==> config.mk <==
export PLATFORM = sky130hd
export DESIGN_NAME = wing_gpio_top
export DESIGN_NICKNAME = d
export VERILOG_FILES = /design/src/wing_pkg.sv /design/src/wing_regs.sv /design/src/wing_pin_input.sv /design/src/wing_pwm.sv /design/src/wing_gpio_top.sv
export SDC_FILE = /design/constraint.sdc
export NUM_CORES = 2
export LEC_CHECK = 0
export BUFFER_PORTS_ARGS = -buffer_cell sky130_fd_sc_hd__buf_2
export CORE_MARGIN = 2
export CORE_UTILIZATION = 50
export DETAILED_ROUTE_END_ITERATION = 7
export PLACE_DENSITY_LB_ADDON = 0.2
export SLEW_MARGIN = 20
export SYNTH_ARGS = -nofsm -noshare
export SYNTH_HDL_FRONTEND = slang
export SYNTH_HIERARCHICAL = 1
export SYNTH_SLANG_ARGS = --single-unit
==> constraint.sdc <==
create_clock -name Bus2IP_Clk -period 22.1 [get_ports Bus2IP_Clk]
set_clock_uncertainty 0.05 [all_clocks]
set_input_delay 4.42 -clock Bus2IP_Clk [delete_from_list [all_inputs] [get_ports Bus2IP_Clk]]
set_output_delay 4.42 -clock Bus2IP_Clk [all_outputs]
set_load 0.02 [all_outputs]
==> src/wing_pkg.sv <==
package wing_pkg;

  // ----------------------------------------
  // widths
  // ----------------------------------------
  localparam int wing_width        = 16;  // wing pins
  localparam int pwm_width_default = 16;
  localparam int slv_dwidth        = 32;  // bus data
  localparam int num_reg           = 32;  // chip enable slots

  // ----------------------------------------
  // register slots
  // ----------------------------------------
  // slot k is selected by chip enable bit num_reg-1-k

  localparam int reg_port       = 0;
  localparam int reg_port_set   = 1;
  localparam int reg_port_clr   = 2;
  localparam int reg_port_tgl   = 3;

  localparam int reg_dir        = 4;
  localparam int reg_dir_set    = 5;
  localparam int reg_dir_clr    = 6;

  localparam int reg_pin        = 7;   // write toggles port

  localparam int reg_pwm_cmp0   = 8;   // channels 0..15 in slots 8..23

  localparam int reg_pwm_en     = 24;
  localparam int reg_pwm_en_set = 25;
  localparam int reg_pwm_en_clr = 26;

  localparam int reg_int_sel    = 27;  // rise even bit, fall odd bit
  localparam int reg_int_flag   = 28;  // write one to clear
  localparam int reg_led_map    = 29;

  // led n shows pin 12+n
  localparam logic [15:0] led_map_reset = 16'hfedc;

  // ----------------------------------------
  // types
  // ----------------------------------------

  typedef struct packed {
    logic [3:0] led4;
    logic [3:0] led3;
    logic [3:0] led2;
    logic [3:0] led1;  // low nibble
  } led_sel_t;

  // register word on the bus side, pin selects on the led side
  typedef union packed {
    logic [15:0] word;
    led_sel_t    sel;
  } led_map_u;

  typedef struct packed {
    logic [slv_dwidth-1:0]   data;
    logic [slv_dwidth/8-1:0] be;
    logic [num_reg-1:0]      rd_ce;
    logic [num_reg-1:0]      wr_ce;
  } bus_req_t;

endpackage

==> src/wing_regs.sv <==
`timescale 1ns/1ns

module wing_regs #(
  parameter int pwm_width = wing_pkg::pwm_width_default
) (
  input  logic                                           Bus2IP_Clk,
  input  logic                                           rst,
  input  wing_pkg::bus_req_t                             bus,
  input  logic [wing_pkg::wing_width-1:0]                pins_sync,
  input  logic [wing_pkg::wing_width-1:0]                int_flag,
  output logic [wing_pkg::wing_width-1:0]                port,
  output logic [wing_pkg::wing_width-1:0]                dir,
  output logic [wing_pkg::wing_width-1:0]                pwm_en,
  output logic [wing_pkg::wing_width-1:0][pwm_width-1:0] pwm_cmp,
  output logic [2*wing_pkg::wing_width-1:0]              int_sel,
  output wing_pkg::led_map_u                             led_map,
  output logic [wing_pkg::wing_width-1:0]                flag_clr,
  output logic [wing_pkg::slv_dwidth-1:0]                rd_data,
  output logic                                           rd_ack,
  output logic                                           wr_ack
);

  localparam int ww     = wing_pkg::wing_width;
  localparam int dw     = wing_pkg::slv_dwidth;
  localparam int nreg   = wing_pkg::num_reg;
  localparam int slot_w = $clog2(nreg);

  logic [dw-1:0]     be_mask;   // byte enables spread to bits
  logic [dw-1:0]     wbits;     // written ones inside enabled bytes
  logic              wr_valid;
  logic              rd_valid;
  logic [slot_w-1:0] wr_slot;
  logic [slot_w-1:0] rd_slot;

  // chip enable bit num_reg-1-k selects slot k
  function automatic logic [slot_w-1:0] ce_slot(input logic [nreg-1:0] ce);
    logic [slot_w-1:0] slot;
    slot = '0;
    for (int k = 0; k < nreg; k++)
    begin
      if (ce[nreg-1-k])
        slot = slot_w'(k);
    end
    return slot;
  endfunction

  // ----------------------------------------
  // decode
  // ----------------------------------------

  always_comb
  begin
    for (int i = 0; i < dw; i++)
      be_mask[i] = bus.be[i/8];
  end

  assign wbits    = bus.data & be_mask;

  assign wr_valid = $onehot(bus.wr_ce);  // anything else writes nothing
  assign rd_valid = $onehot(bus.rd_ce);
  assign wr_slot  = ce_slot(bus.wr_ce);
  assign rd_slot  = ce_slot(bus.rd_ce);

  assign wr_ack   = |bus.wr_ce;
  assign rd_ack   = |bus.rd_ce;

  // one cycle clear mask for the sticky flags
  assign flag_clr = (wr_valid && wr_slot == wing_pkg::reg_int_flag) ? wbits[ww-1:0] : '0;

  // ----------------------------------------
  // control registers
  // ----------------------------------------

  always_ff @(posedge Bus2IP_Clk)
  begin
    if (rst)
    begin
      port         <= '0;
      dir          <= '0;
      pwm_en       <= '0;
      int_sel      <= '0;
      led_map.word <= wing_pkg::led_map_reset;
    end
    else if (wr_valid)
    begin
      case (wr_slot)
        wing_pkg::reg_port:
          port <= (port & ~be_mask[ww-1:0]) | wbits[ww-1:0];
        wing_pkg::reg_port_set:
          port <= port | wbits[ww-1:0];
        wing_pkg::reg_port_clr:
          port <= port & ~wbits[ww-1:0];
        wing_pkg::reg_port_tgl,
        wing_pkg::reg_pin:
          port <= port ^ wbits[ww-1:0];  // pin slot toggles too
        wing_pkg::reg_dir:
          dir <= (dir & ~be_mask[ww-1:0]) | wbits[ww-1:0];
        wing_pkg::reg_dir_set:
          dir <= dir | wbits[ww-1:0];
        wing_pkg::reg_dir_clr:
          dir <= dir & ~wbits[ww-1:0];
        wing_pkg::reg_pwm_en:
          pwm_en <= (pwm_en & ~be_mask[ww-1:0]) | wbits[ww-1:0];
        wing_pkg::reg_pwm_en_set:
          pwm_en <= pwm_en | wbits[ww-1:0];
        wing_pkg::reg_pwm_en_clr:
          pwm_en <= pwm_en & ~wbits[ww-1:0];
        wing_pkg::reg_int_sel:
          int_sel <= (int_sel & ~be_mask[2*ww-1:0]) | wbits[2*ww-1:0];
        wing_pkg::reg_led_map:
          led_map.word <= (led_map.word & ~be_mask[15:0]) | wbits[15:0];
        default:
          ;
      endcase
    end
  end

  // compare values, one slot per channel
  always_ff @(posedge Bus2IP_Clk)
  begin
    if (wr_valid)
    begin
      for (int ch = 0; ch < ww; ch++)
      begin
        if (wr_slot == wing_pkg::reg_pwm_cmp0 + ch)
          pwm_cmp[ch] <= (pwm_cmp[ch] & ~be_mask[pwm_width-1:0]) | wbits[pwm_width-1:0];
      end
    end
  end

  // ----------------------------------------
  // read mux
  // ----------------------------------------

  always_comb
  begin
    rd_data = '0;
    if (rd_valid)
    begin
      case (rd_slot)
        wing_pkg::reg_port:     rd_data[ww-1:0]   = port;
        wing_pkg::reg_dir:      rd_data[ww-1:0]   = dir;
        wing_pkg::reg_pin:      rd_data[ww-1:0]   = pins_sync;
        wing_pkg::reg_pwm_en:   rd_data[ww-1:0]   = pwm_en;
        wing_pkg::reg_int_sel:  rd_data[2*ww-1:0] = int_sel;
        wing_pkg::reg_int_flag: rd_data[ww-1:0]   = int_flag;
        wing_pkg::reg_led_map:  rd_data[15:0]     = led_map.word;
        default:
        begin
          // set/clr/tgl forms and spare slots fall through as zero
          for (int ch = 0; ch < ww; ch++)
          begin
            if (rd_slot == wing_pkg::reg_pwm_cmp0 + ch)
              rd_data[pwm_width-1:0] = pwm_cmp[ch];
          end
        end
      endcase
    end
  end

endmodule

==> src/wing_pin_input.sv <==
`timescale 1ns/1ns

module wing_pin_input (
  input  logic                               Bus2IP_Clk,
  input  logic                               rst,
  input  logic [wing_pkg::wing_width-1:0]    wing_in,
  input  logic [2*wing_pkg::wing_width-1:0]  int_sel,
  input  wing_pkg::led_map_u                 led_map,
  input  logic [wing_pkg::wing_width-1:0]    flag_clr,
  output logic [wing_pkg::wing_width-1:0]    pins_sync,
  output logic [wing_pkg::wing_width-1:0]    int_flag,
  output logic                               wing_int,
  output logic [3:0]                         wing_led
);

  localparam int ww = wing_pkg::wing_width;

  logic [ww-1:0] pins_d2;   // second stage
  logic [ww-1:0] edge_hit;  // selected edges this cycle

  // ----------------------------------------
  // synchronizer
  // ----------------------------------------

  always_ff @(posedge Bus2IP_Clk)
  begin
    if (rst)
    begin
      pins_sync <= '0;
      pins_d2   <= '0;
    end
    else
    begin
      pins_sync <= wing_in;
      pins_d2   <= pins_sync;
    end
  end

  // ----------------------------------------
  // edge detect and flags
  // ----------------------------------------

  always_comb
  begin
    for (int i = 0; i < ww; i++)
    begin
      edge_hit[i] = (~pins_d2[i] &  pins_sync[i] & int_sel[2*i])     // rising
                  | ( pins_d2[i] & ~pins_sync[i] & int_sel[2*i+1]);  // falling
    end
  end

  always_ff @(posedge Bus2IP_Clk)
  begin
    if (rst)
      int_flag <= '0;
    else
      int_flag <= (int_flag | edge_hit) & ~flag_clr;  // clear beats a new edge
  end

  assign wing_int = |int_flag;

  // ----------------------------------------
  // leds
  // ----------------------------------------

  assign wing_led[0] = pins_sync[led_map.sel.led1];
  assign wing_led[1] = pins_sync[led_map.sel.led2];
  assign wing_led[2] = pins_sync[led_map.sel.led3];
  assign wing_led[3] = pins_sync[led_map.sel.led4];

endmodule

==> src/wing_pwm.sv <==
`timescale 1ns/1ns

module wing_pwm #(
  parameter int pwm_width = wing_pkg::pwm_width_default
) (
  input  logic                                           Bus2IP_Clk,
  input  logic                                           rst,
  input  logic [wing_pkg::wing_width-1:0]                port,
  input  logic [wing_pkg::wing_width-1:0]                dir,
  input  logic [wing_pkg::wing_width-1:0]                pwm_en,
  input  logic [wing_pkg::wing_width-1:0][pwm_width-1:0] pwm_cmp,
  output logic [wing_pkg::wing_width-1:0]                wing_out,
  output logic [wing_pkg::wing_width-1:0]                wing_dir
);

  localparam int ww = wing_pkg::wing_width;

  logic [pwm_width-1:0] pwm_cnt;  // shared by all channels
  logic [ww-1:0]        pwm_out;

  // ----------------------------------------
  // counter
  // ----------------------------------------

  always_ff @(posedge Bus2IP_Clk)
  begin
    if (rst)
      pwm_cnt <= '0;
    else
      pwm_cnt <= pwm_cnt + 1'b1;  // wraps every 2^pwm_width
  end

  // ----------------------------------------
  // comparators
  // ----------------------------------------

  // high for cmp counts out of each period
  always_comb
  begin
    for (int ch = 0; ch < ww; ch++)
      pwm_out[ch] = pwm_cmp[ch] > pwm_cnt;
  end

  // ----------------------------------------
  // pin merge
  // ----------------------------------------

  assign wing_out = (port & ~pwm_en) | (pwm_out & pwm_en);

  // active low drive, pwm pins are always driven
  assign wing_dir = ~(dir | pwm_en);

endmodule

==> src/wing_gpio_top.sv <==
`timescale 1ns/1ns

module wing_gpio_top #(
  parameter int pwm_width = wing_pkg::pwm_width_default
) (
  input  logic                              Bus2IP_Clk,
  input  logic                              rst,
  input  logic [wing_pkg::slv_dwidth-1:0]   Bus2IP_Data,
  input  logic [wing_pkg::slv_dwidth/8-1:0] Bus2IP_BE,
  input  logic [wing_pkg::num_reg-1:0]      Bus2IP_RdCE,
  input  logic [wing_pkg::num_reg-1:0]      Bus2IP_WrCE,
  input  logic [wing_pkg::wing_width-1:0]   wing_in,
  output logic [wing_pkg::slv_dwidth-1:0]   IP2Bus_Data,
  output logic                              IP2Bus_RdAck,
  output logic                              IP2Bus_WrAck,
  output logic [wing_pkg::wing_width-1:0]   wing_out,
  output logic [wing_pkg::wing_width-1:0]   wing_dir,
  output logic                              wing_int,
  output logic [3:0]                        wing_led
);

  wing_pkg::bus_req_t                             bus_req;
  logic [wing_pkg::wing_width-1:0]                port;
  logic [wing_pkg::wing_width-1:0]                dir;
  logic [wing_pkg::wing_width-1:0]                pwm_en;
  logic [wing_pkg::wing_width-1:0][pwm_width-1:0] pwm_cmp;
  logic [2*wing_pkg::wing_width-1:0]              int_sel;
  wing_pkg::led_map_u                             led_map;
  logic [wing_pkg::wing_width-1:0]                flag_clr;
  logic [wing_pkg::wing_width-1:0]                pins_sync;
  logic [wing_pkg::wing_width-1:0]                int_flag;

  // ----------------------------------------
  // bus request
  // ----------------------------------------

  assign bus_req.data  = Bus2IP_Data;
  assign bus_req.be    = Bus2IP_BE;
  assign bus_req.rd_ce = Bus2IP_RdCE;
  assign bus_req.wr_ce = Bus2IP_WrCE;

  wing_regs #(
    .pwm_width (pwm_width)
  ) u_regs (
    .Bus2IP_Clk (Bus2IP_Clk),
    .rst        (rst),
    .bus        (bus_req),
    .pins_sync  (pins_sync),
    .int_flag   (int_flag),
    .port       (port),
    .dir        (dir),
    .pwm_en     (pwm_en),
    .pwm_cmp    (pwm_cmp),
    .int_sel    (int_sel),
    .led_map    (led_map),
    .flag_clr   (flag_clr),
    .rd_data    (IP2Bus_Data),
    .rd_ack     (IP2Bus_RdAck),
    .wr_ack     (IP2Bus_WrAck)
  );

  wing_pin_input u_pin_input (
    .Bus2IP_Clk (Bus2IP_Clk),
    .rst        (rst),
    .wing_in    (wing_in),
    .int_sel    (int_sel),
    .led_map    (led_map),
    .flag_clr   (flag_clr),
    .pins_sync  (pins_sync),
    .int_flag   (int_flag),
    .wing_int   (wing_int),
    .wing_led   (wing_led)
  );

  wing_pwm #(
    .pwm_width (pwm_width)
  ) u_pwm (
    .Bus2IP_Clk (Bus2IP_Clk),
    .rst        (rst),
    .port       (port),
    .dir        (dir),
    .pwm_en     (pwm_en),
    .pwm_cmp    (pwm_cmp),
    .wing_out   (wing_out),
    .wing_dir   (wing_dir)
  );

endmodule

Word-level counts from Yosys, hierarchy flattened
Index checks and enable logic that the tools add are counted.

Flip-flop bits (word level): 416. Bits in latches: 0. RAM bits: 0. ROM bits: 0. Output and inout bits: 71. Word-level logic and storage cells: 459. Memories: 0.

$add $sub $neg: 63. Multipliers: 0. Div/mod/pow operators: 0. Order comparisons: 20. Eq/ne operators: 53. Shift operators: 0. Mux-type cells: 93. Bitwise operators: 174. Reduce and logical (&&, ||, !) cells: 31.

Operators with widths (number): $and 16x16->16 (26); $or 16x16->16 (26); $mux 16 (18); $gt 16x16->1 (16); $add 6x6->6 (30); $mux 5 (32); $eq 5x5->1 const B (26); $pmux 16 s7 (1); $pmux 16 s3 (2); $eq 5x4->1 const B (16); $not 16->16 (5); $add 1x1->2 (32); $and 1x1->1 (64); $and 32x32->32 (2); $mux 4 (16); $pmux 16 s4 (1); $reduce_or 32->1 (2); $reduce_and 2->1 (21); $mux 32 (1); $not 1->1 (32); $not 32->32 (1); $or 32x32->32 (1); $eq 5x3->1 const B (6); $mux 3 (8); 16 further kinds (49).

Logic depth before layout (Yosys ltp)
Depth after elaboration: 50. Mapped depth: 22. Gate-level depth less buffers: 22.

By module
Netlist, hierarchy kept.

By module, submodules not included: wing_regs (instances 1, cells an instance 1715, area an instance 18122.4 um2, seq. area each 9609.2 um2); wing_pwm (instances 1, cells an instance 840, area an instance 6421.2 um2, seq. area each 320.3 um2); wing_pin_input (instances 1, cells an instance 182, area an instance 2169.6 um2, seq. area each 960.9 um2).

Least setup slack after synthesis
No wires, ideal clock.

Path kind: input to output. Start point: input Bus2IP_RdCE[23] in the netlist's numbering. End point: output IP2Bus_Data[6] in the netlist's numbering. Arrival: 9973 ps. Setup slack: 7657 ps. Cell stages on the path: 18. Buffers on the path: 0. Cells stage by stage: fa_1 -> fa_1 -> inv_1 -> fa_1 -> inv_1 -> fa_1 -> fa_1 -> inv_1 -> fa_1 -> inv_1 -> ha_1 -> inv_1 -> fa_1 -> a2111oi_0 -> a21oi_1 -> nor4b_1 -> inv_1 -> a311oi_1.

Cells in the longest elaborated chain, start to end: 43. Elaborated cells between the ends (all ways): 71. Those cells by class: add/sub (5); eq/ne (23); mux (42); reduce/logical (1).

RTL lines: start, declared (line wing_gpio_top.sv:10) `input logic [wing_pkg::num_reg-1:0] Bus2IP_RdCE,`; $mux 4 (8 in series) (line wing_regs.sv:41) `if (ce[nreg-1-k])`; $mux 5 (16 in series) (line wing_regs.sv:41); $eq 5x4->1 (line wing_regs.sv:153) `if (rd_slot == wing_pkg::reg_pwm_cmp0 + ch)`; $mux 16 (16 in series) (line wing_regs.sv:153); $pmux 16 s7 (line wing_regs.sv:140) `case (rd_slot)`; $mux 32 (*) (line wing_regs.sv:138) `if (rd_valid)`; end, declared (line wing_gpio_top.sv:13) `output logic [wing_pkg::slv_dwidth-1:0] IP2Bus_Data,`.

Mark *: on every way between the ends. The rest lies on a longest branch, timed or not.

Worst setup path after layout
Start point: input Bus2IP_RdCE[11] in the netlist's numbering. End point: output IP2Bus_Data[14] in the netlist's numbering.

Cells in the longest elaborated chain, start to end: 31. Elaborated cells between the ends (all ways): 59. Those cells by class: add/sub (5); eq/ne (23); mux (30); reduce/logical (1).

RTL lines (line): $mux 5 (12 in series) (wing_regs.sv:41); $eq 5x4->1 (wing_regs.sv:153); $mux 16 (16 in series) (wing_regs.sv:153); $pmux 16 s7 (wing_regs.sv:140); $mux 32 (*) (wing_regs.sv:138).

Marks and branches as above.

==> reports/metrics.yaml <==
core_mm2: 0.05266
drc_errors: 4
hold_violations: 0
antenna_found_initial: 5
die_w_um: 235.1
tightestPinTransition_ns: 1.243
layoutNonFillerInstCount: 3646
nFillCells: 4619
r2r_cells: 6
seqCellArea_mm2: 0.01089
synth.distinct_cells: 96
postCtsSetupBuffers: 0
slew_viol_final: 0
dp.cells: 3554
switching_share_pct: 30.30
globalplace.congestion: 0.9786
seq_area_frac_synth_pct: 40.77
vdd_ir_drop_max_uv: 81.02
clock-sinks: 416
synth_seq_cells: 416
synth_edf_count: 256
wl_per_cell_um: 29.73
rows: 84
cts_buffer_depth: 3
routed_wl_um: 108400
worst_path_largest_cell_delay_ns: 0.55
final_area_mm2: 0.02992
h-tree-depth: 2
synth.cell_area_mm2: 0.02671
io_pins: 189
fin_setup_tns_ns: 0
grt_max_degree: 77
multi_input_area_mm2: 0.01470
clockPowerShare_pct: 38.7
period_needed_ns: 14.95
initial_core_util_pct: 50.73
violations: "DRC"
drv_cap: 0
cts_hold_buf: 0
grt_pass1_wl_um: 157900
grt_pass1_vias: 24160
min_period_over_period_pct: 67.63
crit_cells: 22
power_leakage_nw: 11.35
p_comb_share_pct: 20.6
tritoncts: "yes"
cts_resized: 0
area_growth_pct: 12.00
clock-root-buffer: "clkbuf_16"
synthesis.nets: 3192
fin_nets: 3372
vias_per_cell: 6.826
numCtsBuffers: 48
rsz0062_at_grt: "false"
vias: 24890
clk_latency_ns: 0.62
whs_path_depth: 2
cts.reportedPaths.clkPinSlew_ns: 0.06
die-area_mm2: 0.05529
cpMostUsedCell: "fa_1"
crit_type: "primary input to primary output"
hold_ws_ns: 0.4247
path_cells: "buf_2 > fa_1 > inv_1 > fa_1 > inv_1 > fa_1 > fa_1 > fa_1 > inv_1 > fa_1 > inv_1 > ha_1 > inv_1 > fa_1 > a2111oi_0 > a21oi_1 > nor4b_2 > buf_4 > inv_1 > a31o_2 > a31oi_1 > buf_2"
ys_warn_count: 6
grt.overflow.total: 0
intPower_mw: 1.432
power.switching_mw: 0.6224
grt_use_total_pct: 38.22
worstPathArrival_ns: 10.48
p_per_area_mw_per_mm2: 68.66
synth_ff_type: "edfxtp_1"
drt_first_pass_iters: 8
hpwlAfterDp_um: 77770
fp.dieH_um: 235.1
slew_headroom_pct: 16.70
start_kind: "primary input"
cp-end-kind: "primary output"
drive_gt1_share_pct: 12.04
postPlaceCellArea_mm2: 0.02836
p_seq_share_pct: 40.7
critPathTopFamily: "adder cells"
hold_path_class: "flip-flop to flip-flop"
ant_nets: 0
slowest_stage: "fa_1"
async_reset_ff_share_pct: 0
crit_fanout: 25
cp.required_ns: 17.63
status: "finished, violations left"
io_buffer_count: 188
max_freq_mhz: 66.91
initialDrtViolationCount: 3418
finalSetupViolCount: 0
syn_inst: 2737
synth_area_per_cell_um2: 9.760
crit_buf_inv: 9
## placed cells by master, fill, tap and decap left out, types with 40 or more instances in the layout
cell	count
dfxtp_1	160
inv_1	180
fa_1	48
and3_1	43
buf_2	187
a21oi_1	240
nand2_1	289
nand3_1	51
buf_4	40
a211oi_1	40
nand4_1	59
a22o_1	44
nor4_1	41
edfxtp_1	256
nor3_1	98
ha_1	289
o21ai_0	165
clkbuf_16	50
nor2_1	200
## cell usage after synthesis (all sizes together), types with 22 or more instances
cell | n | area (µm²)
nand4 | 59 | 369.1
o211ai | 25 | 192.7
and3 | 43 | 269.0
inv | 181 | 679.4
o21ai | 174 | 874.6
buf | 57 | 326.6
nor4 | 43 | 281.5
o221ai | 25 | 231.5
nand3 | 52 | 265.3
a21oi | 244 | 1232
edfxtp | 256 | 7687
a211oi | 41 | 312.8
a22oi | 34 | 255.2
nand2 | 298 | 1141
clkbuf | 41 | 156.4
a31oi | 23 | 143.9
a311oi | 22 | 192.7
mux2i | 36 | 360.4
nor2b | 36 | 225.2
fa | 48 | 960.9
dfxtp | 160 | 3203
nor3 | 102 | 531.8
nor2 | 209 | 815.8
ha | 289 | 3616
a22o | 44 | 385.4
## routing by layer
metal	track usage (%)	share of wire, %	vias to the layer above
li1	-	-	10720
met1	49.05	37	11870
met2	58.95	44	1862
met3	8.959	12	425
met4	22.65	6.6	4
met5	0	0.020	-
## logic make-up (layout without fill, tap and decap cells)
logic type | Yosys count | after routing | share of synthesized area (%)
AO/OA/AOI/OAI | 742 | 742 | 18.10
XOR/XNOR | 13 | 13 | 0.4262
other | 0 | 2 | 0
multiplexers | 55 | 55 | 3.091
buffers and inverters | 279 | 498 | 4.351
AND/OR/NAND/NOR | 895 | 895 | 16.13
adder cells (fa/ha/maj) | 337 | 337 | 17.13
flip-flops | 416 | 416 | 40.77
## power by group through the flow
stage          sequential, mW  clock, mW  combinational [mW]
2_1_floorplan           0.848          0               0.262
3_3_place_gp            0.852          0               0.402
3_5_place_dp            0.852          0               0.415
4_1_cts                 0.836      0.795               0.416
5_1_grt                 0.836      0.825               0.478
6_report                0.836      0.795               0.423
## worst paths after layout
path	start	end	slack, ns
setup reg to reg	u_pwm/pwm_cnt[0]$_SDFF_PP0_	u_pwm/pwm_cnt[12]$_SDFF_PP0_	20.21
hold / removal	flip-flop	flip-flop	0.42
setup / recovery	Bus2IP_RdCE[11]	IP2Bus_Data[14]	7.15
hold reg to reg	flip-flop	flip-flop	0.42
## per-stage QoR
stage	utilization (%)	total power, mW	setup WS [ns]
3_3_place_gp	53.87	1.254	7.138
6_report	56.82	2.054	7.154
4_1_cts	56.78	2.047	7.196
5_1_grt	56.81	2.139	6.889
2_1_floorplan	-	1.110	7.658
3_5_place_dp	53.87	1.267	7.230
## tightest hold or removal path, stage by stage, from the launching register on
cell and delay, ns:
dfxtp_1 0.32, nand2_1 0.06, a21oi_1 0.05
## final cells by class
type	instances	share of cell area [%]
multi-input combinational	2042	49.12
sequential	416	36.40
clock buffer	67	4.495
timing repair buffer	228	4.182
tap	688	2.877
inverter	181	2.271
clock inverter	22	0.6398
antenna	2	0.01673
Note: power is estimated with default switching activity, not from simulation.
